--- src/hdl/mvu_pkg.sv ---
// Fixed 16-lane unit; precisions must be 1 to 8 and a vcount of 0 stands for 16 vectors
package mvu_pkg;

    localparam int LANES      = 16;
    localparam int PREC_W     = 4;
    localparam int MADDR_W    = 8;
    localparam int VIDX_W     = 4;
    localparam int POPCNT_W   = 5;      // Counts 0 to LANES
    localparam int SHIFT_W    = 4;      // Up to 7 + 7
    localparam int ACC_W      = 24;
    localparam int PIPE_DEPTH = 3;      // Memory read, popcount, result write

    typedef logic [LANES-1:0]        plane_t;
    typedef logic [MADDR_W-1:0]      maddr_t;
    typedef logic [PREC_W-1:0]       prec_t;
    typedef logic [VIDX_W-1:0]       vidx_t;
    typedef logic [POPCNT_W-1:0]     popcnt_t;
    typedef logic signed [ACC_W-1:0] acc_t;

    // Job configuration as the host leaves it in the registers
    typedef struct packed {
        prec_t  iprec;
        prec_t  wprec;
        maddr_t ibase;
        maddr_t wbase;
        vidx_t  vcount;                 // 0 means 16
        logic   d_signed;
        logic   w_signed;
    } job_cfg_t;

    // Travels down the pipeline next to each plane pair
    typedef struct packed {
        logic                 valid;
        logic [SHIFT_W-1:0]   shift;    // Bit significance of the pair
        logic                 neg;      // Pair holds exactly one signed MSB plane
        logic                 first;    // Load instead of accumulate
        logic                 last;     // Final pair of the vector
        vidx_t                vidx;
    } plane_tag_t;

    typedef enum logic [1:0] {IDLE, RUN, DRAIN} ctrl_state_t;

endpackage

--- src/hdl/mvu_shacc.sv ---
// Results are only valid once the job that produced them has raised irq
`timescale 1ns/1ps

module mvu_shacc import mvu_pkg::*; (
    input  logic       mvu_ext,
    input  logic       reset,
    input  popcnt_t    popcnt,
    input  plane_tag_t tag,
    input  vidx_t      res_raddr,
    output acc_t       res_rdata
);

    acc_t acc;
    acc_t term;
    acc_t sum;
    acc_t res_mem [1 << VIDX_W];

    always_comb begin
        term = acc_t'(popcnt) <<< tag.shift;
        if (tag.neg) begin
            term = -term;           // Signed MSB plane carries negative weight
        end
        sum = tag.first ? term : acc + term;
    end

    always_ff @(posedge mvu_ext) begin
        if (reset) begin
            acc <= '0;
        end else if (tag.valid) begin
            acc <= sum;
        end
    end

    always_ff @(posedge mvu_ext) begin
        if (tag.valid && tag.last) begin
            res_mem[tag.vidx] <= sum;   // Finished dot product
        end
    end

    assign res_rdata = res_mem[res_raddr];

endmodule

--- config.mk ---
export PLATFORM = sky130hd
export DESIGN_NAME = mvu_shacc
export DESIGN_NICKNAME = d
export VERILOG_FILES = /design/src/hdl/mvu_pkg.sv /design/src/hdl/mvu_shacc.sv
export SDC_FILE = /design/constraint.sdc
export NUM_CORES = 1
export LEC_CHECK = 0
export CAP_MARGIN = 20
export CORE_ASPECT_RATIO = 1.4
export CORE_UTILIZATION = 50
export CTS_CLUSTER_SIZE = 16
export DETAILED_ROUTE_END_ITERATION = 16
export DONT_BUFFER_PORTS = 1
export HOLD_SLACK_MARGIN = 0.02
export PLACE_DENSITY = 0.7
export SETUP_SLACK_MARGIN = 0.02
export SLEW_MARGIN = 10
export SYNTH_ARGS = -nofsm -noshare
export SYNTH_HDL_FRONTEND = slang
export SYNTH_SLANG_ARGS = --single-unit
--- constraint.sdc ---
create_clock -name mvu_ext -period 6 [get_ports mvu_ext]
set_clock_uncertainty 0.15 [all_clocks]
set_input_delay 1.2 -clock mvu_ext [delete_from_list [all_inputs] [get_ports mvu_ext]]
set_output_delay 1.2 -clock mvu_ext [all_outputs]
set_load 0.01 [all_outputs]
==> metrics <==
#FFs+latches synth=between 400 and 500; post-synthesis sequential area ratio=0.6607; net switching power=1.441 mW; pin count of the biggest net entering global routing=between 90 and 100; Slew HR=0.2201; sequential cell fraction of total power=0.526; synthesized area per cell=17.04 um^2; io pins=47; Vias=between 9k and 10k; sequential cell area=about 12000 um^2; vias per inst=a little over 6; via count of the first global-routing pass=9787; DR iter-0 viols=between 800 and 900; arrival time at the worst endpoint=5.68 ns; post-synth top area cell=edfxtp_1; Clk Latency, worst-skew pair=0.54 ns; layout cell share with drive strength beyond 1=0.2351; number of synthesized flops with an enable pin=between 300 and 400; CP max stage delay=approximately 0.83 ns; post-synthesis async set-or-reset flop share=0; Comb pwr share=0.115; Net Count, Synth=approximately 1.1k; # rows=82; hold buffer count at CTS=0; crit share post-route=0.9420; maximum VDD drop=a little under 0.0002 V; post-route ant nets=0; clk sinks=just over 400; pwr dens=between 300 and 400 nW/um^2; startpoint types=input port; Hold Vio Cnt, Final=0; total setup buffers inserted after CTS=0; top cells by count, synth=edfxtp_1 (384), mux4_2 (121), nor2_1 (72); internal power=4.848 mW; GRT Total Usage=0.2261; Die Y-Extent=between 200 and 250 um; Final setup viols=0; Antenna Cells=0; most frequently used flop master after synthesis=edfxtp_1; post-place setup slack=-0.07783 ns; CP required=6.02 ns; max-slew violations=0; Buffers & Inverters on Critical Path=1; gr ovfl total=0; CTS Buffer Depth=3; DR WL/cell=about 26 um; # fillers=2680; Placer Congestion=between 0.9 and 1; Synth top area share=0.6343; kind of critical path=input port to flop; status=completed; area delta synth->final=10.50%; clock-pin slew of the registers on the worst-case setup and hold paths=0.06 ns; post-route setup slack=between 0.3 and 0.4 ns; # Max-Cap Violations=0; core region area=35810 um^2; fmax=176.9 MHz; initial antenna violation count=0; Design Power=6.289 mW; Yosys cell types=71; hold crit path type=flop to flop; Final nets=roughly 1.1k; Detailed Route WL=40260 um; Tightest Pin Transition=roughly 1.2 ns; family with the most delay on the worst path=simple AND/OR/NAND/NOR gates; Mapped Area=approximately 18000 um^2; multi-input logic area=slightly below 6000 um^2; Ys Warns=0; cells along the critical path=a21o_1 -> a2111oi_2 -> a311oi_2 -> or4_1 -> or4b_4 -> a22o_1 -> nor2_1 -> ha_1 -> nand2_1 -> nor2_1 -> a22oi_1 -> nand3_1 -> a21boi_0 -> buf_4 -> xor2_1 -> nor2_1 -> xnor2_1; H-tree depth=2; minimum clock period=5.652 ns; Final Non-Filler Cells=~1.6k; cts repair resizes=0; Most common cell on crit path=nor2_1; CP max-delay cell=xnor2_1; CTS tree=done; Die Footprint=between 30000 and 40000 um^2; Die Span X=163.2 um; DP HPWL=23480 um; top-count cell post-synth=edfxtp_1; final core utilization=0.5610; crit end category=flop; residual DRC count=0; placed cell count=around 1.5k; unrepaired setup endpoints after global routing=no; Gate Count Post-Synth=1067; CTS Root Cell=clkbuf_16; number of buffers created by CTS=36; clock share of power=0.359; Net Sw Frac=0.2291; initial core utilization=0.5077; first-pass GRT wire length=60800 um; crit-path max FO=16; number of I/O port buffers=0; drt first pass iters=5; top cells by area, synth=edfxtp_1 (63%), mux4_2 (15%), dfxtp_1 (2.6%); leak pwr=6.540 nW
worst reg2reg max path, cell delays in order, from the launching register on:
cell and delay [ns]:
dfxtp_1 0.31, ha_1 0.36, a2111oi_0 0.41, o21ai_0 0.27
nand4_1 0.17, nand3_1 0.15, a21boi_0 0.24, buf_4 0.17
xor2_1 0.14, nor2_1 0.06, xnor2_1 0.83
power groups by stage:
| stage | clock network, mW | logic (mW) | registers (mW) |
|---|---|---|---|
| floorplan | 0 | 0.557 | 3.36 |
| global placement | 0 | 0.701 | 3.37 |
| detailed placement | 0 | 0.716 | 3.37 |
| CTS | 2.28 | 0.719 | 3.31 |
| global route | 2.39 | 0.788 | 3.31 |
| finish | 2.26 | 0.724 | 3.31 |
cells by family (layout without fill, tap and decap cells):
kind of cell / Yosys count / count (layout) / share of synthesized area
flops: 408 / 408 / 0.6607
buf+inv: 77 / 120 / 0.01748
compound gates: 158 / 158 / 0.05892
fa+ha+maj: 34 / 34 / 0.02381
xor+xnor: 31 / 31 / 0.01494
simple gates: 207 / 207 / 0.05424
mux: 152 / 152 / 0.1699
cell usage in the layout (no fill, tap or decap), types with 24 or more instances in the layout:
cell type  Yosys  final
edfxtp_1     384    384
mux4_2       121    121
nor2_1        72     60
nand2_1       55     55
clkbuf_16      0     37
buf_4          1     37
a21oi_1       35     35
o21ai_0       35     35
ha_1          33     33
dfxtp_1       24     24
per-layer routing:
layer	wire [um]	GRT usage	vias to the layer above
li1	-	-	4326
met1	16080	0.2928	4953
met2	20300	0.3840	311
met3	2493	0.03557	77
met4	1388	0.08713	0
met5	0	0	-
area by class of cell:
class                   instances  share of cell area
multi-input cells             582              0.2967
repair buffers                 40             0.01682
well taps                     462             0.02878
flip-flops and latches        408              0.5980
clock inverters                22            0.009717
clock buffers                  43             0.04722
inverters                      15            0.002803
path summary, 6_finish.rpt:
path	from	endpoint	slack (ns)	cells after the start
setup / recovery	popcnt[1]	res_mem[15][23]$_DFFE_PP_	0.35	17
hold / removal	acc[3]$_SDFFE_PP0P_	acc[3]$_SDFFE_PP0P_	0.32	2
setup reg to reg	acc[6]$_SDFFE_PP0P_	res_mem[15][23]$_DFFE_PP_	2.37	10
hold reg to reg	acc[3]$_SDFFE_PP0P_	acc[3]$_SDFFE_PP0P_	0.32	2
state kept, by name (all words and copies together) (netlist names):
name and count:
acc 24, res_mem 384
through the flow:
stage | cell area, um^2 | hold WS, ns | setup TNS (ns)
2_1_floorplan | 18180 | 0.2997 | 0
3_5_place_dp | 18920 | 0.3140 | -1.239
6_report | 20090 | 0.3167 | 0
3_3_place_gp | 18870 | 0.3034 | -0.3520
4_1_cts | 20060 | 0.3223 | 0
5_1_grt | 20090 | 0.3345 | 0
No activity file was read; power rests on OpenSTA's default activity.
