==> src/hdl/mvu_pkg.sv <==
// Fixed 16-lane unit; precisions must be 1 to 8 and a vcount of 0 stands for 16 vectors
package mvu_pkg;

    localparam int LANES      = 16;
    localparam int PREC_W     = 4;
    localparam int MADDR_W    = 8;
    localparam int VIDX_W     = 4;
    localparam int POPCNT_W   = 5;      // Counts 0 to LANES
    localparam int SHIFT_W    = 4;      // Up to 7 + 7
    localparam int ACC_W      = 24;
    localparam int PIPE_DEPTH = 3;      // Memory read, popcount, result write

    typedef logic [LANES-1:0]        plane_t;
    typedef logic [MADDR_W-1:0]      maddr_t;
    typedef logic [PREC_W-1:0]       prec_t;
    typedef logic [VIDX_W-1:0]       vidx_t;
    typedef logic [POPCNT_W-1:0]     popcnt_t;
    typedef logic signed [ACC_W-1:0] acc_t;

    // Job configuration as the host leaves it in the registers
    typedef struct packed {
        prec_t  iprec;
        prec_t  wprec;
        maddr_t ibase;
        maddr_t wbase;
        vidx_t  vcount;                 // 0 means 16
        logic   d_signed;
        logic   w_signed;
    } job_cfg_t;

    // Travels down the pipeline next to each plane pair
    typedef struct packed {
        logic                 valid;
        logic [SHIFT_W-1:0]   shift;    // Bit significance of the pair
        logic                 neg;      // Pair holds exactly one signed MSB plane
        logic                 first;    // Load instead of accumulate
        logic                 last;     // Final pair of the vector
        vidx_t                vidx;
    } plane_tag_t;

    typedef enum logic [1:0] {IDLE, RUN, DRAIN} ctrl_state_t;

endpackage

==> src/hdl/mvu_vvp.sv <==
// Two register stages; the tag is delayed to line up with memory data and then popcount
`timescale 1ns/1ps

module mvu_vvp import mvu_pkg::*; (
    input  logic       mvu_ext,
    input  logic       reset,
    input  plane_t     dplane,
    input  plane_t     wplane,
    input  plane_tag_t tag_in,
    output popcnt_t    popcnt,
    output plane_tag_t tag_out
);

    plane_tag_t tag_q;              // Matches the memory read latency
    plane_t     match;
    popcnt_t    ones;

    assign match = dplane & wplane;

    always_comb begin
        ones = '0;
        for (int i = 0; i < LANES; i++) begin
            ones = ones + popcnt_t'(match[i]);
        end
    end

    always_ff @(posedge mvu_ext) begin
        if (reset) begin
            tag_q   <= '0;
            tag_out <= '0;
        end else begin
            tag_q   <= tag_in;
            tag_out <= tag_q;
        end
    end

    always_ff @(posedge mvu_ext) begin
        popcnt <= ones;
    end

endmodule

==> config.mk <==
export PLATFORM = sky130hd
export DESIGN_NAME = mvu_vvp
export DESIGN_NICKNAME = d
export VERILOG_FILES = /design/src/hdl/mvu_pkg.sv /design/src/hdl/mvu_vvp.sv
export SDC_FILE = /design/constraint.sdc
export NUM_CORES = 1
export LEC_CHECK = 0
export BUFFER_PORTS_ARGS = -buffer_cell sky130_fd_sc_hd__buf_2
export CORE_MARGIN = 2
export CORE_UTILIZATION = 49
export CTS_BUF_LIST = sky130_fd_sc_hd__clkbuf_4
export DETAILED_ROUTE_END_ITERATION = 12
export PLACE_DENSITY_LB_ADDON = 0.25
export SYNTH_ARGS = -nofsm -noshare
export SYNTH_HDL_FRONTEND = slang
export SYNTH_SLANG_ARGS = --single-unit
==> constraint.sdc <==
create_clock -name mvu_ext -period 6.2 [get_ports mvu_ext]
set_clock_uncertainty 0.2 [all_clocks]
set_input_delay 0.62 -clock mvu_ext [delete_from_list [all_inputs] [get_ports mvu_ext]]
set_output_delay 0.62 -clock mvu_ext [all_outputs]
set_load 0.1 [all_outputs]
==> flow_summary_export.csv <==
group,metric,value,unit
status,status,"finished clean",
cells_and_area,n_antenna_cell,0,
synth,synth_edf_count,0,
power,p_int,362.1,uW
cells_and_area,synthToLayoutAreaGrowth,35.14,%
synth,syn_nets,165,
job,cap_viol_max_count,0,
detailed_routing,first_pass_iters,4,
power,total_leakage_power,0.0008430,uW
floorplanning,start_util,52.77,%
timing,rsz0062_at_grt,"no",
timing,fin_crit_sh,61.63,%
floorplanning,rows,17,
floorplanning,die_w,53.05,um
floorplanning,die_h,53.05,um
critical_path,cp-end-kind,"flip-flop",
detailed_routing,drt-initial-drc-count,7,
place,placed_area,1514,um^2
clocking,cts_tree,"done",
detailed_routing,drc,0,
timing,final-setup-viol-count,0,
timing,hold_viol,0,
global_routing,grt_pass1_vias,738,
critical_path,crit_path_start_kind,"primary input",
synth,synth_warnings,0,
timing,fin_ws,2.379,ns
floorplanning,core_area,2233,um^2
global_routing,grt_util_all_layers,14.38,%
power,peakVddDrop,0.5696,mV
cells_and_area,nets,232,
critical_path,worst_path_largest_cell_delay,0.53,ns
synth,syn_area_per_cell,11.33,um^2
power,comb_power_share,40.1,%
clocking,htreeDepth,2,
clocking,cts_resized,0,
detailed_routing,vias,872,
synth,synth_compound_area_share,2.017,%
place,pre_cts_ws,2.008,ns
clocking,cts_setup_buffers,0,
place,gp_congestion,0.6812,
place,io_buffers,62,
synth,netlist_area,1179,um^2
detailed_routing,wirelength,1935,um
synth,synth-xor-area-share,1.486,%
critical_path,worst_ep_required_time,6.27,ns
global_routing,grt_max_degree,25,
timing,slew_viol_final,0,
clocking,root_buffer,"clkbuf_4",
detailed_routing,wl_per_cell,9.675,um
timing,tightest_slew,0.4897,ns
floorplanning,pin_count,63,
critical_path,path_cells,"buf_2, and2_1, fa_1, inv_1, fa_1, fa_1, fa_1, inv_1, ha_1, inv_1, fa_1, nor2b_1, o21a_1",
synth,synth_common_cells,"dfxtp_1, nor2b_1, inv_1",
power,netSwitchingFraction,39.53,%
global_routing,gr-total-overflow,0,
critical_path,slowest_stage,"fa_1",
hold_path,holdCritPathClass,"flip-flop to flip-flop",
synth,yosys.cell_types.count,12,
critical_path,critPathKind,"primary input to flip-flop",
synth,yosys-top-cells-area,"dfxtp_1, fa_1, nor2b_1",
clocking,clk_path_buf_depth,2,
timing,relSlewSlack,67.58,%
clocking,cts_buffers,5,
synth,synth_fa_ha_area_share,22.29,%
clocking,clkSinkCount,29,
place,dp_hpwl,1643,um
detailed_routing,viasPerCell,4.360,
clocking,clk_pin_slew,0.09,ns
timing,maxClockFrequency,261.7,MHz
timing,fin_setup_tns,0,ns
synth,synthCells,104,
critical_path,cp.arrival,3.89,ns
power,power.density,376.0,nW/um^2
synth,netlist.area_leader.share,49.26,%
synth,synth_top_family_by_area,"adder cells",
clocking,worstSkewPairLatency,0.32,ns
detailed_routing,ant_nets,0,
global_routing,grt_pass1_wl,2773,um
global_routing,antenna_found_initial,0,
power,power_switching,236.7,uW
synth,yosysMostFrequentCell,"dfxtp_1",
power,clkPwrFrac,24.6,%
critical_path,crit_path_frequent_cell,"fa_1",
clocking,cts_hold_buf,0,
synth,ys_ff_latch,29,
synth,yosys.area_share.simple,20.28,%
synth,synth-main-ff-cell,"dfxtp_1",
synth,async_reset_ff_share,0,%
synth,synth_top_cell_by_area,"dfxtp_1",
synth,synth.yosys.seq_area_share,49.26,%
cells_and_area,finalInstanceArea,1593,um^2
cells_and_area,drive_gt1_share,40.70,%
synth,synth_mux_area_share,0,%
power,pwr-share-seq,35.3,%
floorplanning,die_area,2814,um^2
critical_path,critPathMaxFanout,2,
timing,fin_crit,3.821,ns
==> cells by family (layout without fill, tap and decap cells) <==
logic type                 count (synthesis)  count (layout)
and+or+nand+nor                           41              41
adders and majority gates                 15              15
buffers and inverters                     14              82
AOI/OAI and AO/OA                          3               3
DFF                                       29              29
xor gates and xnor gates                   2               2
==> state kept, by name, indices dropped and copies added (netlist names) <==
| name | count |
|---|---|
| tag_out | 12 |
| tag_q | 12 |
| popcnt | 5 |
==> routing by layer <==
metal  up-vias  wire length [um]  track usage (%)  share of wire (%)
li1        441                 -                -                  -
met1       395               665            14.49                 34
met2        36              1098            25.62                 57
met3         0               171            7.627                8.8
met4         0                 0            3.846                  0
met5         -                 0                0                  0
==> critical path, delay by kind of cell <==
family,cells,cell delay (ns)
AOI/OAI and AO/OA,1,0.11
adders and majority gates,6,2.60
buffers and inverters,4,0.29
and+or+nand+nor,2,0.30
==> cell type report <==
type,count,area [um^2]
well taps,28,35.03
multi-input cells,61,543.0
flip-flops and latches,29,580.6
repair buffers,62,310.3
fillers,175,640.6
clock inverters,2,33.78
clock buffers,6,45.04
inverters,12,45.04
==> worst paths after layout <==
check                  from          to  slack, ns  depth (start not counted)
setup / recovery  dplane[0]   popcnt[4]       2.38                         13
hold / removal     tag_q[7]  tag_out[7]       0.24                          1
setup reg to reg   tag_q[4]  tag_out[4]       5.45                          1
hold reg to reg    tag_q[7]  tag_out[7]       0.24                          1
==> power groups by stage <==
stage / Sequential (uW) / Clock, uW / Combinational (uW)
CTS: 212 / 151 / 243
global placement: 215 / 0 / 237
finish: 212 / 147 / 240
floorplan: 331 / 0 / 84.0
global route: 214 / 160 / 260
detailed placement: 217 / 0 / 243
==> cell usage in the layout (no fill, tap or decap), drive strengths merged <==
master,Yosys,layout
clkbuf,0,6
dfxtp,29,29
bufinv,0,1
nor2b,25,25
buf,2,62
nand2,7,7
and2,9,9
a21oi,1,1
o21a,1,1
a21o,1,1
clkinv,0,1
inv,12,12
ha,5,5
fa,10,10
xnor2,2,2
==> per-stage QoR <==
stage / hold slack, ns / utilization, % / total power, uW / cells
detailed placement: 0.2314 / 67.79 / 459.1 / 192
finish: 0.2411 / 71.32 / 598.8 / 200
global route: 0.2565 / 71.32 / 633.7 / 200
floorplan: 0.2138 / - / 415.2 / 104
global placement: 0.2188 / 67.79 / 452.3 / 192
CTS: 0.2489 / 71.32 / 606.8 / 200
Note: power is estimated with default switching activity, not from simulation.
