`src/hdl/mvu_pkg.sv`:
```
// Fixed 16-lane unit; precisions must be 1 to 8 and a vcount of 0 stands for 16 vectors
package mvu_pkg;

    localparam int LANES      = 16;
    localparam int PREC_W     = 4;
    localparam int MADDR_W    = 8;
    localparam int VIDX_W     = 4;
    localparam int POPCNT_W   = 5;      // Counts 0 to LANES
    localparam int SHIFT_W    = 4;      // Up to 7 + 7
    localparam int ACC_W      = 24;
    localparam int PIPE_DEPTH = 3;      // Memory read, popcount, result write

    typedef logic [LANES-1:0]        plane_t;
    typedef logic [MADDR_W-1:0]      maddr_t;
    typedef logic [PREC_W-1:0]       prec_t;
    typedef logic [VIDX_W-1:0]       vidx_t;
    typedef logic [POPCNT_W-1:0]     popcnt_t;
    typedef logic signed [ACC_W-1:0] acc_t;

    // Job configuration as the host leaves it in the registers
    typedef struct packed {
        prec_t  iprec;
        prec_t  wprec;
        maddr_t ibase;
        maddr_t wbase;
        vidx_t  vcount;                 // 0 means 16
        logic   d_signed;
        logic   w_signed;
    } job_cfg_t;

    // Travels down the pipeline next to each plane pair
    typedef struct packed {
        logic                 valid;
        logic [SHIFT_W-1:0]   shift;    // Bit significance of the pair
        logic                 neg;      // Pair holds exactly one signed MSB plane
        logic                 first;    // Load instead of accumulate
        logic                 last;     // Final pair of the vector
        vidx_t                vidx;
    } plane_tag_t;

    typedef enum logic [1:0] {IDLE, RUN, DRAIN} ctrl_state_t;

endpackage

```
`src/hdl/mvu_inagu.sv`:
```
// Assumes a nonzero precision; counters only wrap cleanly when a job runs to its end
`timescale 1ns/1ps

module mvu_inagu import mvu_pkg::*; #(
    parameter int DMEM_DEPTH = 256,
    parameter int WMEM_DEPTH = 256
) (
    input  logic       mvu_ext,
    input  logic       reset,
    input  logic       step,
    input  job_cfg_t   job_cfg,
    output maddr_t     daddr,
    output maddr_t     waddr,
    output plane_tag_t tag
);

    typedef logic [MADDR_W:0] wide_addr_t;     // Spare bit exposes a wrap past the top

    prec_t      p;                  // Data plane, 0 is the MSB
    prec_t      q;                  // Weight plane, 0 is the MSB
    vidx_t      k;                  // Weight vector
    logic       p_end;
    logic       q_end;
    logic       k_end;
    wide_addr_t daddr_full;
    wide_addr_t waddr_full;

    assign p_end = (p == job_cfg.iprec - 1'b1);
    assign q_end = (q == job_cfg.wprec - 1'b1);
    assign k_end = (k == job_cfg.vcount - 1'b1);   // Wraps to 15 for a vcount of 16

    always_ff @(posedge mvu_ext) begin
        if (reset) begin
            p <= '0;
            q <= '0;
            k <= '0;
        end else if (step) begin
            if (q_end) begin
                q <= '0;
                if (p_end) begin
                    p <= '0;
                    k <= k_end ? '0 : k + 1'b1;     // Back to zero for the next job
                end else begin
                    p <= p + 1'b1;
                end
            end else begin
                q <= q + 1'b1;
            end
        end
    end

    assign daddr_full = wide_addr_t'(job_cfg.ibase) + wide_addr_t'(p);
    assign waddr_full = wide_addr_t'(job_cfg.wbase) + wide_addr_t'(k) * wide_addr_t'(job_cfg.wprec)
                      + wide_addr_t'(q);
    assign daddr = maddr_t'(daddr_full);
    assign waddr = maddr_t'(waddr_full);

    always_comb begin
        tag.valid = step;
        tag.shift = (job_cfg.iprec - 1'b1 - p) + (job_cfg.wprec - 1'b1 - q);
        tag.neg   = (job_cfg.d_signed && p == '0) ^ (job_cfg.w_signed && q == '0);
        tag.first = (p == '0) && (q == '0);
        tag.last  = p_end && q_end;
        tag.vidx  = k;
    end

    a_addr_in_range: assert property (@(posedge mvu_ext) disable iff (reset)
        step |-> (daddr_full < DMEM_DEPTH) && (waddr_full < WMEM_DEPTH));

endmodule

```
`config.mk`:
```
export PLATFORM = sky130hd
export DESIGN_NAME = mvu_inagu
export DESIGN_NICKNAME = d
export VERILOG_FILES = /design/src/hdl/mvu_pkg.sv /design/src/hdl/mvu_inagu.sv
export SDC_FILE = /design/constraint.sdc
export NUM_CORES = 1
export LEC_CHECK = 0
export ABC_AREA = 1
export BUFFER_PORTS_ARGS = -buffer_cell sky130_fd_sc_hd__buf_4
export CORE_ASPECT_RATIO = 0.75
export CORE_MARGIN = 2
export CORE_UTILIZATION = 49
export CTS_CLUSTER_SIZE = 28
export DETAILED_ROUTE_END_ITERATION = 8
export PLACE_DENSITY = 0.78
export SYNTH_ARGS = -nofsm -noshare
export SYNTH_HDL_FRONTEND = slang
export SYNTH_SLANG_ARGS = --single-unit
export TNS_END_PERCENT = 5
```
`constraint.sdc`:
```
create_clock -name mvu_ext -period 3.4 [get_ports mvu_ext]
set_input_delay 0.17 -clock mvu_ext [delete_from_list [all_inputs] [get_ports mvu_ext]]
set_output_delay 0.17 -clock mvu_ext [all_outputs]
set_load 0.01 [all_outputs]
```
==> key figures <==
Timing
  • Final slew viol count: 0
  • Slew at the pin with the worst max-slew slack: between 0.3 and 0.4 ns
  • Fin. Hold Viols: 0
  • Peak Freq: ~290 MHz
  • Final clock skew: between 0.002 and 0.0025 ns
  • Worst setup margin: -0.0990 ns
  • Final hold slack: ~0.14 ns
  • Period utilization: 1.03
  • RSZ-0062 raised after global routing: true
  • Setup TNS: -0.164 ns
  • Post-layout min period: between 3 and 4 ns
  • Slew margin rel.: 0.788
  • Final setup fails: 3

Power and ir drop
  • Clock Power Share: 0.248
  • Psw: 0.238 mW
  • Seq pwr share: 0.226
  • Maximum VDD drop: 0.187 mV
  • Sw frac: 0.365
  • LEAKAGE: roughly 1.7 nW
  • Comb power frac: 0.526
  • Pwr dens: 218 nW/um2
  • Pint: about 0.41 mW

Global route
  • Met1 GRT Util: 0.278
  • GR Util met2: 0.369
  • Vias in the first global route: roughly 2.2k
  • GRT Overall Usage: 0.212
  • Antenna violations before repair: 0
  • Grt peak-use layer: met2
  • Met3 usage: 0.0485
  • Largest net degree at the start of global routing: 11
  • Total grt overflow: 0
  • First-pass GRT wire length: 9300 um

Detailed routing
  • Drt via density: 4.84
  • Routed Antenna Nets: 0
  • Routed len/inst: ~11 um
  • Pre-antenna DRT Iters: 4
  • Drt drc: 0
  • Initial DRC Count: between 70 and 80
  • WL final: between 5000 and 6000 um
  • Vias: between 2k and 2.5k

Synthesis
  • Async SR Flop Fraction: 0
  • Syn_nets: about 410
  • Cells after Synth: roughly 320
  • Yosys warnings: 0
  • Post-synth EDFFs: 0
  • Area leader, netlist: fa_1
  • Most frequent cell after synthesis: nand2_1
  • Unique masters post-synth: 27
  • Yosys reg bits: 12
  • Syn Area/Cell: a little over 7 um2
  • Most used DFF post-synth: dfxtp_1
  • Synth top cells by count: 77 x nand2_1, 71 x inv_1, 27 x ha_1
  • Synth area leaders: fa_1 18%, ha_1 15%, nand2_1 13%
  • Seq/Total Area, Yosys: 0.105
  • Top-area cell type share of the netlist area: 0.183
  • Netlist Area Pre-Place: around 2300 um2

Place
  • GPL Wtd Cong: 0.837
  • Post-DP Area: about 2900 um2
  • IO buf count: 60
  • Dpl ws: -0.0169 ns
  • Post-DP HPWL: 4360 um

Clock tree
  • Sink Count: 12
  • CTS tree: yes
  • Total CTS buffers: 3
  • CTS Root Cell: clkbuf_8
  • Post-CTS Hold Buffers: 0
  • Worst skew pair latency: ~0.24 ns
  • CTS clk-pin slew, worst paths: around 0.06 ns
  • Clock tree buffer depth: 2
  • H-tree levels: 1

Final layout
  • Fill cell count: about 380
  • Number of diodes: 0
  • Fin util: 0.664
  • Layout cells sized above 1: 0.260
  • Area growth, synth to finish: 30.1%
  • Final Cell Area: approximately 3000 um2
  • Final nets: 478

Setup path
  • CP endpoint kind: output port
  • Startpoint class of the critical path: flip-flop
  • Critical Path AT: ~3.3 ns
  • Worst-path fanout max: 3
  • Crit Path Class: flip-flop to output port
  • Worst EP required: about 3.2 ns

Floorplan
  • Die area: between 5000 and 6000 um2
  • Die width: approximately 83 um
  • Top-Level Pins: approximately 60
  • Die Span Y: 63.3 um
  • Core area: approximately 4500 um2
  • Initial Util: 0.510
  • Rows: 21

Run
  • Max cap viols: 0

Status
  • Outcome: complete, but fails checks
  • Violated checks: setup timing

Hold path
  • Min-delay worst type: input port to flip-flop
[path summary, 6_finish.rpt]
kind	from	end	slack, ns	cells past startpoint
max	k[1]	waddr[7]	-0.1	12
min	reset	k[3]	0.14	2
max reg2reg	q[0]	k[1]	1.82	9
min reg2reg	q[0]	q[0]	0.56	2
[registers in the layout (all words and copies together) (netlist names)]
register / count
p: 4
k: 4
q: 4
[stage by stage]
step                      std cells  power [mW]
after detailed placement        445       0.491
after CTS                       451       0.658
after global placement          445       0.484
after global routing            453       0.711
final                           453       0.651
after floorplan                 324       0.350
[repair_timing]
item | 4_1_cts | 5_1_grt
resized for setup | 8 | 3
endpoints found under the setup margin | 3 | 3
buffers inserted | 2 | 2
pin swaps | 7 | 5
endpoints found under the hold margin | 0 | 0
[worst max-delay path, stage by stage (launching register included)]
cell	delay, ns
dfxtp_2	0.35
nand2_1	0.08
fa_1	0.50
fa_1	0.52
fa_1	0.56
inv_1	0.06
ha_1	0.28
nand3_1	0.08
nand2_1	0.07
a21o_1	0.17
a21oi_2	0.12
xor2_1	0.14
buf_4	0.13
[cells in the final DEF (no fill, tap or decap), types with 3 or more instances in the layout]
master    synthesis  layout
clkbuf_8          0       4
nor2_4            3       3
dfxtp_1          12       9
nand3_1          24      24
a21o_1            3       3
xnor2_1          13      13
o21ai_0           6       5
ha_1             27      26
nand2_2           2       4
inv_2             3       5
inv_1            71      69
nand4_1           4       4
nor2_1           13      13
fa_1             21      21
a21oi_1          14      12
nand2_1          77      75
xor2_1           15      15
buf_4             2      74
[power groups by stage]
stage / sequential [mW] / clock, mW / combinational [mW]
finish: 0.147 / 0.162 / 0.342
global placement: 0.151 / 0 / 0.333
CTS: 0.147 / 0.166 / 0.345
detailed placement: 0.151 / 0 / 0.340
floorplan: 0.151 / 0 / 0.199
global route: 0.147 / 0.172 / 0.392
[cell families (layout without fill, tap and decap cells)]
group | Yosys count | in the layout | synth area share
xor gates and xnor gates | 28 | 28 | 0.107
adders and majority gates | 48 | 48 | 0.331
and+or+nand+nor | 130 | 130 | 0.259
DFF | 12 | 12 | 0.105
buffers and inverters | 81 | 153 | 0.138
muxes | 1 | 1 | 0.00436
AOI/OAI and AO/OA | 24 | 24 | 0.0562
[routing by layer]
metal / wire (um) / share of wire / vias to the layer above
li1: - / - / 1124
met1: 2350 / 0.46 / 1014
met2: 2430 / 0.48 / 49
met3: 289 / 0.057 / 4
met4: 17 / 0.0033 / 0
met5: 0 / 0 / -
[cell type report]
class	count	area, um2	area share
sequential	12	246	0.0826
clock buffer	4	55.1	0.0185
multi-input combinational	231	1770	0.592
inverter	74	278	0.0931
timing repair buffer	75	567	0.190
tap	57	71.3	0.0239
No activity file was read; power rests on OpenSTA's default activity.
