## src/hdl/mvu_pkg.sv

```systemverilog
// Fixed 16-lane unit; precisions must be 1 to 8 and a vcount of 0 stands for 16 vectors
package mvu_pkg;

    localparam int LANES      = 16;
    localparam int PREC_W     = 4;
    localparam int MADDR_W    = 8;
    localparam int VIDX_W     = 4;
    localparam int POPCNT_W   = 5;      // Counts 0 to LANES
    localparam int SHIFT_W    = 4;      // Up to 7 + 7
    localparam int ACC_W      = 24;
    localparam int PIPE_DEPTH = 3;      // Memory read, popcount, result write

    typedef logic [LANES-1:0]        plane_t;
    typedef logic [MADDR_W-1:0]      maddr_t;
    typedef logic [PREC_W-1:0]       prec_t;
    typedef logic [VIDX_W-1:0]       vidx_t;
    typedef logic [POPCNT_W-1:0]     popcnt_t;
    typedef logic signed [ACC_W-1:0] acc_t;

    // Job configuration as the host leaves it in the registers
    typedef struct packed {
        prec_t  iprec;
        prec_t  wprec;
        maddr_t ibase;
        maddr_t wbase;
        vidx_t  vcount;                 // 0 means 16
        logic   d_signed;
        logic   w_signed;
    } job_cfg_t;

    // Travels down the pipeline next to each plane pair
    typedef struct packed {
        logic                 valid;
        logic [SHIFT_W-1:0]   shift;    // Bit significance of the pair
        logic                 neg;      // Pair holds exactly one signed MSB plane
        logic                 first;    // Load instead of accumulate
        logic                 last;     // Final pair of the vector
        vidx_t                vidx;
    } plane_tag_t;

    typedef enum logic [1:0] {IDLE, RUN, DRAIN} ctrl_state_t;

endpackage

```

## src/hdl/mvu_controller.sv

```systemverilog
// A start arriving while a job runs is dropped; irq stays set until the host clears it
`timescale 1ns/1ps

module mvu_controller import mvu_pkg::*; (
    input  logic     mvu_ext,
    input  logic     reset,
    input  logic     start,
    input  job_cfg_t cfg_in,
    input  logic     irq_clr,
    output logic     step,
    output job_cfg_t job_cfg,
    output logic     busy,
    output logic     irq
);

    localparam int CNT_W = 11;      // Up to 8 x 8 x 16 steps

    typedef logic [CNT_W-1:0] cnt_t;

    ctrl_state_t     state;
    cnt_t            cnt;           // Steps or drain cycles left, minus one
    cnt_t            job_steps;
    logic [VIDX_W:0] vcnt;

    assign vcnt      = {cfg_in.vcount == '0, cfg_in.vcount};   // Stored 0 becomes 16
    assign job_steps = cnt_t'(cfg_in.iprec) * cnt_t'(cfg_in.wprec) * cnt_t'(vcnt);
    assign busy      = (state != IDLE);

    always_ff @(posedge mvu_ext) begin
        if (reset) begin
            state   <= IDLE;
            step    <= 1'b0;
            irq     <= 1'b0;
            cnt     <= '0;
            job_cfg <= '0;
        end else begin
            case (state)
                IDLE: begin
                    if (start) begin
                        state   <= RUN;
                        step    <= 1'b1;
                        job_cfg <= cfg_in;
                        cnt     <= job_steps - 1'b1;
                    end
                end
                RUN: begin
                    if (cnt == '0) begin
                        state <= DRAIN;
                        step  <= 1'b0;
                        cnt   <= cnt_t'(PIPE_DEPTH - 1);
                    end else begin
                        cnt <= cnt - 1'b1;
                    end
                end
                DRAIN: begin
                    if (cnt == '0) begin
                        state <= IDLE;
                    end else begin
                        cnt <= cnt - 1'b1;
                    end
                end
                default: state <= IDLE;
            endcase

            if (state == DRAIN && cnt == '0) begin
                irq <= 1'b1;                        // Set wins over a clear
            end else if (irq_clr) begin
                irq <= 1'b0;
            end
        end
    end

    // Steps run only in RUN and only for precisions of 1 to 8
    a_step_in_run: assert property (@(posedge mvu_ext) disable iff (reset)
        step |-> (state == RUN) && (job_cfg.iprec != '0) && (job_cfg.iprec <= 4'd8)
                 && (job_cfg.wprec != '0) && (job_cfg.wprec <= 4'd8));

endmodule

```

## config.mk

```make
export PLATFORM = sky130hd
export DESIGN_NAME = mvu_controller
export DESIGN_NICKNAME = d
export VERILOG_FILES = /design/src/hdl/mvu_pkg.sv /design/src/hdl/mvu_controller.sv
export SDC_FILE = /design/constraint.sdc
export NUM_CORES = 1
export LEC_CHECK = 0
export BUFFER_PORTS_ARGS = -buffer_cell sky130_fd_sc_hd__buf_2
export CORE_AREA = 10 10 108 110
export CTS_CLUSTER_DIAMETER = 30
export DETAILED_ROUTE_END_ITERATION = 6
export DIE_AREA = 0 0 118 120
export PLACE_DENSITY = 0.6
export REMOVE_ABC_BUFFERS = 1
export SLEW_MARGIN = 20
export SYNTH_ARGS = -nofsm -noshare
export SYNTH_HDL_FRONTEND = slang
export SYNTH_SLANG_ARGS = --single-unit
```

## constraint.sdc

```tcl
create_clock -name mvu_ext -period 6.6 [get_ports mvu_ext]
set_input_delay 0.66 -clock mvu_ext [delete_from_list [all_inputs] [get_ports mvu_ext]]
set_output_delay 0.66 -clock mvu_ext [all_outputs]
set_load 0.02 [all_outputs]
```

==> results of run 1 <==
worst max path at each step:
stage	depth (start not counted)	start	slack, ns	endpoint
floorplan	21	cfg_in[26]	0.77	cnt[9]
global placement	22	cfg_in[26]	0.41	cnt[9]
detailed placement	21	cfg_in[26]	0.24	cnt[8]
CTS	21	cfg_in[26]	0.56	cnt[8]
global route	22	cfg_in[26]	0.26	cnt[9]
finish	21	cfg_in[26]	0.58	cnt[10]
placed cells by master (no fill, tap or decap), drive strengths merged, types with 3 or more instances in the layout:
cell type  instances
nand2             91
buf               66
inv               55
dfxtp             45
a21oi             44
ha                35
fa                25
and2              25
nor2              18
o21ai             15
nand2b             8
nor3               8
nand3              7
xnor2              6
or3                5
clkbuf             5
o21a               4
nor2b              4
o211ai             4
o2bb2ai            3
a211oi             3
a21o               3
xor2               3
a22oi              3
nor4               3
state kept, by name, indices dropped and copies added, names as in the netlist:
register and count:
job_cfg 30, cnt 11, state 2, irq 1, step 1
per-layer routing:
layer | wire length [um] | vias up | GRT usage, %
li1 | - | 1655 | -
met1 | 3760 | 1496 | 14.6
met2 | 4130 | 59 | 21.5
met3 | 545 | 8 | 4.27
met4 | 59 | 0 | 2.47
met5 | 0 | - | 0
logic make-up after synthesis:
| group | synth area share (%) |
|---|---|
| compound gates | 15.7 |
| simple gates | 23.9 |
| flops | 24.4 |
| buf+inv | 7.59 |
| fa+ha+maj | 25.4 |
| mux | 0.271 |
| xor+xnor | 2.74 |
synthesized netlist by cell type (all sizes together), types with 2 or more instances:
master	instances	area, um^2
buf	4	25.0
o21a	4	30.0
a311oi	2	17.5
and2	25	156
nor2	18	67.6
nor2b	4	25.0
fa	25	500
nor3	8	40.0
o311ai	2	17.5
nand2b	8	50.1
nor4	3	33.8
o31a	2	17.5
o2bb2ai	3	26.3
o21ai	15	75.1
dfxtp	45	901
or3	5	31.3
xor2	3	26.3
ha	35	438
nor4bb	2	20.0
a22oi	3	22.5
nand2	91	342
a211oi	3	22.5
or2	2	12.5
nand3	7	35.0
o211ai	4	30.0
a21oi	44	220
and3	2	12.5
inv	54	203
o22ai	2	12.5
clkbuf	14	52.6
xnor2	6	52.6
a21o	3	22.5
power breakdown:
part,internal (mW),switching (mW),leakage (nW)
clock,0.116,0.107,0.0603
combinational,0.389,0.496,1.56
sequential,0.312,0.0307,0.370
critical path: stages:
cell	delay (ns)
buf_2	0.18
nand2_1	0.10
fa_1	0.53
inv_1	0.05
fa_1	0.55
inv_1	0.06
fa_1	0.45
xnor2_1	0.37
and2_1	0.20
fa_1	0.42
inv_1	0.08
fa_1	0.44
fa_1	0.54
inv_1	0.04
ha_1	0.32
nor2b_1	0.14
o21a_1	0.19
o31a_1	0.26
o41ai_1	0.36
or4_1	0.17
nand3_1	0.06
area by class of cell:
| cell class | count | area (um^2) |
|---|---|---|
| fill | 1030 | 5320 |
| multi-input combinational | 348 | 2510 |
| sequential | 45 | 901 |
| timing repair buffer | 66 | 330 |
| inverter | 54 | 203 |
| tap | 133 | 166 |
| clock buffer | 5 | 68.8 |
| clock inverter | 3 | 50.0 |
==> results_tabular.tex, run 1 <==
\begin{tabular}{lr}
\hline
Metric & Value \\
\hline
\multicolumn{2}{l}{\textbf{Floorplan}} \\
\quad Starting Density & 38.7\% \\
\quad Die width & around 120 um \\
\quad Num ports & 67 \\
\quad Core area & 0.00955 mm\^{}2 \\
\quad Die height & approximately 120 um \\
\quad Area of the die & between 0.01 and 0.015 mm\^{}2 \\
\quad Std-Cell Rows & 36 \\
\multicolumn{2}{l}{\textbf{STA}} \\
\quad Final cycle utilization of the critical path & roughly nine tenths \\
\quad Relative max-transition margin & $\sim$33\% \\
\quad Setup TNS & 0 ns \\
\quad Number of hold-slack violations in the final timing report & 0 \\
\quad RSZ-0062 raised after global routing & no \\
\quad Achievable Freq & approximately 0.17 GHz \\
\quad Final min period & approximately 6 ns \\
\quad Hold WS & approximately 0.46 ns \\
\quad Clock Skews & approximately 0.0056 ns \\
\quad Transition time of the tightest slew-check pin & $\sim$1.0 ns \\
\quad Worst path setup slack after routing & around 0.58 ns \\
\quad Final max-slew violation count & 0 \\
\quad Setup Viol. Count Final & 0 \\
\multicolumn{2}{l}{\textbf{Placement}} \\
\quad Area after detailed placement & between 0.004 and 0.005 mm\^{}2 \\
\quad Post-DP HPWL & 6790 um \\
\quad Placed cell count & about 650 \\
\quad RD Place Congestion & 0.800 \\
\quad Pre-CTS setup slack & around 0.24 ns \\
\quad Number of port buffers & 66 \\
\multicolumn{2}{l}{\textbf{Critical path}} \\
\quad Worst-case register-to-register setup slack & around 4.2 ns \\
\quad Worst Path Class, Setup & input port to register \\
\quad CP Max Fanout & 9 \\
\quad R2r endpoint & cnt[9] \\
\quad Arrival time of data at the critical path endpoint & 6.22 ns \\
\quad CP Launch Type & input port \\
\quad R2r worst-path depth & 7 \\
\quad Crit end category & register \\
\quad Required time at the endpoint of the critical path & slightly below 7 ns \\
\quad Reg2Reg Launch Point & state[0] \\
\multicolumn{2}{l}{\textbf{Clock tree}} \\
\quad Post-cts resize count & 0 \\
\quad Hold Buf Count CTS & 0 \\
\quad H-tree lvl count & 2 \\
\quad Number of buffers created by CTS & 5 \\
\quad Root buffer cell & clkbuf\_8 \\
\quad Post-CTS setup buffer count & 0 \\
\quad Maximum buffer depth of the clock tree & 2 \\
\quad TritonCTS sink count & 45 \\
\quad Latest clock arrival within the worst-skew pair & 0.31 ns \\
\quad Clock transition at the register clock pins on the worst setup and hold paths after CTS & about 0.090 ns \\
\quad Clock tree from TritonCTS & yes \\
\multicolumn{2}{l}{\textbf{GRT}} \\
\quad Via count of the first global-routing pass & 3329 \\
\quad Total global-route track usage & about an eighth \\
\quad Residual overflow from global routing & 0 \\
\quad Antenna violations before repair & 0 \\
\quad Global-route wire length before repair & 15200 um \\
\quad Pin count of the biggest net entering global routing & 47 \\
\multicolumn{2}{l}{\textbf{Yosys}} \\
\quad Proportion of synthesized chip area in sequential cells & 24.4\% \\
\quad Number of enable-type register cells in the synthesized netlist & 0 \\
\quad Netlist cell types & 52 \\
\quad Commonest register cell after synthesis & dfxtp\_1 \\
\quad Ys Warns & 0 \\
\quad Asr flop ratio synth & 0\% \\
\quad Post-synthesis cell area & between 0.003 and 0.004 mm\^{}2 \\
\quad Cell count after synthesis & around 470 \\
\quad Flip-flop and latch count after synthesis & 45 \\
\quad Syn avg cell area & $\sim$8 um\^{}2 \\
\multicolumn{2}{l}{\textbf{Finish}} \\
\quad Final Util & 44.3\% \\
\quad Number of diodes added for antenna fixing & 0 \\
\quad Final Cell Area & about 0.0042 mm\^{}2 \\
\quad Fraction of layout instances using a drive strength above 1 & roughly 15\% \\
\quad Post-layout net count & between 600 and 700 \\
\quad Area growth from synthesis to layout & 14.6\% \\
\quad Finished Layout Cells & 654 \\
\multicolumn{2}{l}{\textbf{Pwr}} \\
\quad Leakage power figure & between 1.5 and 2 nW \\
\quad Pwr Total & between 1 and 1.5 mW \\
\quad Power density relative to cell area & $\sim$340 mW/mm\^{}2 \\
\quad Worst ir drop on vdd & 0.128 mV \\
\multicolumn{2}{l}{\textbf{Routing}} \\
\quad Via count & roughly 3200 \\
\quad DRC Markers & 0 \\
\quad Number of antenna-violating nets in the routed design & 0 \\
\quad Iter 0 DRT Violations & 100 \\
\quad Routed WL & between 8000 and 9000 um \\
\quad First drt pass iteration count & 4 \\
\quad Average detailed-routed wire length per instance & 13.0 um \\
\quad Via density & about 4.9 \\
\multicolumn{2}{l}{\textbf{Worst hold path}} \\
\quad Worst hold start & job\_cfg[25] \\
\quad Kind of path behind the tightest hold check & register to register \\
\quad Count of cells along the worst hold path & 2 \\
\quad Worst Hold End & job\_cfg[25] \\
\multicolumn{2}{l}{\textbf{Outcome}} \\
\quad Status & complete, no violations \\
\multicolumn{2}{l}{\textbf{Job}} \\
\quad Number of max-capacitance violations reported & 0 \\
\hline
\end{tabular}
No activity file was read; power rests on OpenSTA's default activity.
==> inputs of run 2 (changes only) <==
--- a/config.mk
+++ b/config.mk
@@ -6,11 +6,11 @@
 export NUM_CORES = 1
 export LEC_CHECK = 0
 export BUFFER_PORTS_ARGS = -buffer_cell sky130_fd_sc_hd__buf_2
-export CORE_AREA = 10 10 108 110
+export CORE_AREA = 10 10 103 114
 export CTS_CLUSTER_DIAMETER = 30
 export DETAILED_ROUTE_END_ITERATION = 6
-export DIE_AREA = 0 0 118 120
-export PLACE_DENSITY = 0.6
+export DIE_AREA = 0 0 113 124
+export PLACE_DENSITY = 0.63
 export REMOVE_ABC_BUFFERS = 1
 export SLEW_MARGIN = 20
 export SYNTH_ARGS = -nofsm -noshare
==> constraint.sdc (replaced) <==
create_clock -name mvu_ext -period 5.3 [get_ports mvu_ext]
set_input_delay 0.53 -clock mvu_ext [delete_from_list [all_inputs] [get_ports mvu_ext]]
set_output_delay 0.53 -clock mvu_ext [all_outputs]
set_load 0.02 [all_outputs]
==> results_tabular.tex, run 2 (synthesis results as in run 1) <==
\begin{tabular}{lr}
\hline
Metric & Value \\
\hline
\multicolumn{2}{l}{\textbf{Finish}} \\
\quad Area growth from synthesis to layout & 25.6\% \\
\quad Finished Layout Cells & 672 \\
\quad Most frequent cells in the layout & nand2\_1, buf\_2, inv\_1 \\
\quad Number of diodes added for antenna fixing & 0 \\
\quad Area taken by flip-flops and latches & 901 um\^{}2 \\
\quad Leading registers by flop count & job\_cfg: 30 flops, cnt: 11 flops, state: 2 flops \\
\quad Multi-input logic area & between 0.002 and 0.003 mm\^{}2 \\
\quad Post-layout net count & around 650 \\
\quad Most common cell after layout, fill and taps aside & nand2\_1 \\
\quad Most flop-heavy register & job\_cfg \\
\quad Layout fillers & approximately 900 \\
\quad Flip-flop count of the largest register after layout & 30 \\
\quad Fraction of layout instances using a drive strength above 1 & between 20 and 30\% \\
\multicolumn{2}{l}{\textbf{Critical path}} \\
\quad R2r endpoint & cnt[9] \\
\quad Reg2Reg Launch Point & state[1] \\
\quad R2r worst-path depth & 7 \\
\quad CP Launch Type & input port \\
\quad Crit end category & register \\
\quad Capturing instance or port of the critical path & cnt[10] \\
\quad Worst-case register-to-register setup slack & between 2 and 3 ns \\
\quad Launch point of the critical path & cfg\_in[26] \\
\quad Arrival time of data at the critical path endpoint & between 5 and 6 ns \\
\quad CP Max Fanout & 3 \\
\quad Required time at the endpoint of the critical path & between 5 and 6 ns \\
\quad Worst Path Class, Setup & input port to register \\
\multicolumn{2}{l}{\textbf{GRT}} \\
\quad Total global-route track usage & between 10 and 15\% \\
\quad Pin count of the biggest net entering global routing & 47 \\
\quad Via count of the first global-routing pass & 3475 \\
\quad Global-route wire length before repair & 15600 um \\
\quad Antenna violations before repair & 0 \\
\quad Residual overflow from global routing & 0 \\
\multicolumn{2}{l}{\textbf{STA}} \\
\quad Clock Skews & between 0.01 and 0.015 ns \\
\quad Final cycle utilization of the critical path & 100\% \\
\quad Final max-slew violation count & 0 \\
\quad Hold WS & about 0.45 ns \\
\quad Worst path setup slack after routing & -0.0233 ns \\
\quad Final min period & 5.32 ns \\
\quad Number of hold-slack violations in the final timing report & 0 \\
\quad Achievable Freq & approximately 0.19 GHz \\
\quad RSZ-0062 raised after global routing & yes \\
\quad Setup Viol. Count Final & 2 \\
\quad Transition time of the tightest slew-check pin & roughly 1.1 ns \\
\quad Relative max-transition margin & $\sim$30\% \\
\multicolumn{2}{l}{\textbf{Routing}} \\
\quad Met3 wirelength from detailed routing & 303 um \\
\quad Average detailed-routed wire length per instance & 13.7 um \\
\quad Via count & approximately 3400 \\
\quad DRT met1 WL & between 3000 and 4000 um \\
\quad Iter 0 DRT Violations & approximately 110 \\
\quad Uppermost layer routed & met4 \\
\quad Routed WL & 9230 um \\
\quad DRC Markers & 0 \\
\quad First drt pass iteration count & 4 \\
\quad Detailed-routed wire length on met2 & about 5100 um \\
\quad Via density & 4.99 \\
\quad Number of antenna-violating nets in the routed design & 0 \\
\multicolumn{2}{l}{\textbf{Outcome}} \\
\quad Violations in the final reports & setup timing \\
\quad Status & complete, but fails checks \\
\multicolumn{2}{l}{\textbf{Floorplan}} \\
\quad Starting Density & between 30\% and 40\% \\
\quad Area of the die & roughly 0.014 mm\^{}2 \\
\quad Std-Cell Rows & 37 \\
\quad Core area & roughly 0.0093 mm\^{}2 \\
\quad Die width & around 110 um \\
\quad Num ports & 67 \\
\quad Die height & around 120 um \\
\multicolumn{2}{l}{\textbf{Worst hold path}} \\
\quad Kind of path behind the tightest hold check & input port to register \\
\multicolumn{2}{l}{\textbf{Pwr}} \\
\quad Leakage power figure & approximately 2.2 nW \\
\quad Worst ir drop on vdd & about 0.19 mV \\
\quad Power density relative to cell area & around 460 mW/mm\^{}2 \\
\multicolumn{2}{l}{\textbf{Placement}} \\
\quad Post-DP HPWL & 7180 um \\
\quad RD Place Congestion & approximately 0.85 \\
\quad Number of port buffers & 66 \\
\quad Placed cell count & $\sim$660 \\
\quad Pre-CTS setup slack & -0.687 ns \\
\multicolumn{2}{l}{\textbf{Clock tree}} \\
\quad H-tree lvl count & 2 \\
\quad Root buffer cell & clkbuf\_8 \\
\quad Clock tree from TritonCTS & yes \\
\quad Maximum buffer depth of the clock tree & 2 \\
\quad TritonCTS sink count & 45 \\
\quad Number of buffers created by CTS & 5 \\
\quad Latest clock arrival within the worst-skew pair & roughly 0.31 ns \\
\quad Clock transition at the register clock pins on the worst setup and hold paths after CTS & about 0.10 ns \\
\multicolumn{2}{l}{\textbf{Job}} \\
\quad Number of max-capacitance violations reported & 0 \\
\hline
\end{tabular}
[run 2: stage by stage]
stage               cell area [um^2]  TNS (ns)  utilization [%]  power, mW
floorplan                       3610     -1.17                -       1.29
global placement                4290     -3.06             46.1       1.65
detailed placement              4290     -3.67             46.1       1.68
CTS                             4600  -0.00128             49.4       2.08
global route                    4640    -0.664             49.8       2.36
finish                          4640   -0.0311             49.8       2.14
[run 2: repair_timing]
item                       in CTS  in global routing
buffers inserted                7                  0
setup endpoints to repair       6                  5
hold buffers                    0                  0
pin swaps                      34                  8
gates resized for setup        28                  8
[run 2: metal layers]
metal,vias to the layer above,global-route usage [%]
met5,-,0
met2,36,24.9
li1,1722,-
met3,7,3.13
met1,1590,14.1
met4,0,2.86
[run 2: worst max-delay path, stage by stage]
cell and delay [ns]:
buf_8 0.08, nand2_4 0.04, fa_1 0.52, inv_1 0.05
fa_1 0.49, inv_1 0.06, fa_2 0.42, nand2b_4 0.16
o2bb2ai_2 0.13, xnor2_2 0.15, buf_4 0.13, buf_4 0.12
and2_1 0.15, ha_1 0.29, fa_1 0.49, inv_1 0.05
fa_1 0.52, inv_1 0.04, ha_1 0.31, or2_4 0.14
a21o_1 0.13, o41ai_2 0.08, or4_1 0.39, nand3_1 0.09
[run 2: power by group]
group | leakage, nW | switching [mW] | total (mW) | internal [mW]
logic | 1.79 | 0.734 | 1.48 | 0.743
clock network | 0.0452 | 0.137 | 0.234 | 0.0965
registers | 0.370 | 0.0389 | 0.428 | 0.389
[run 2: cell type report]
class,instances,area share [%]
clock buffer,5,1.48
clock inverter,3,0.540
inverter,54,4.37
multi-input combinational,348,57.8
sequential,45,19.4
tap,117,3.16
timing repair buffer,100,13.2
[run 2: worst min-delay path by stage]
stage                startpoint          end  cells after the start
finish               cfg_in[13]  job_cfg[13]                      3
floorplan                cnt[8]       cnt[8]                      2
CTS                  cfg_in[19]  job_cfg[19]                      3
global placement    job_cfg[15]  job_cfg[15]                      2
detailed placement  job_cfg[19]  job_cfg[19]                      2
global route          cfg_in[1]   job_cfg[1]                      3
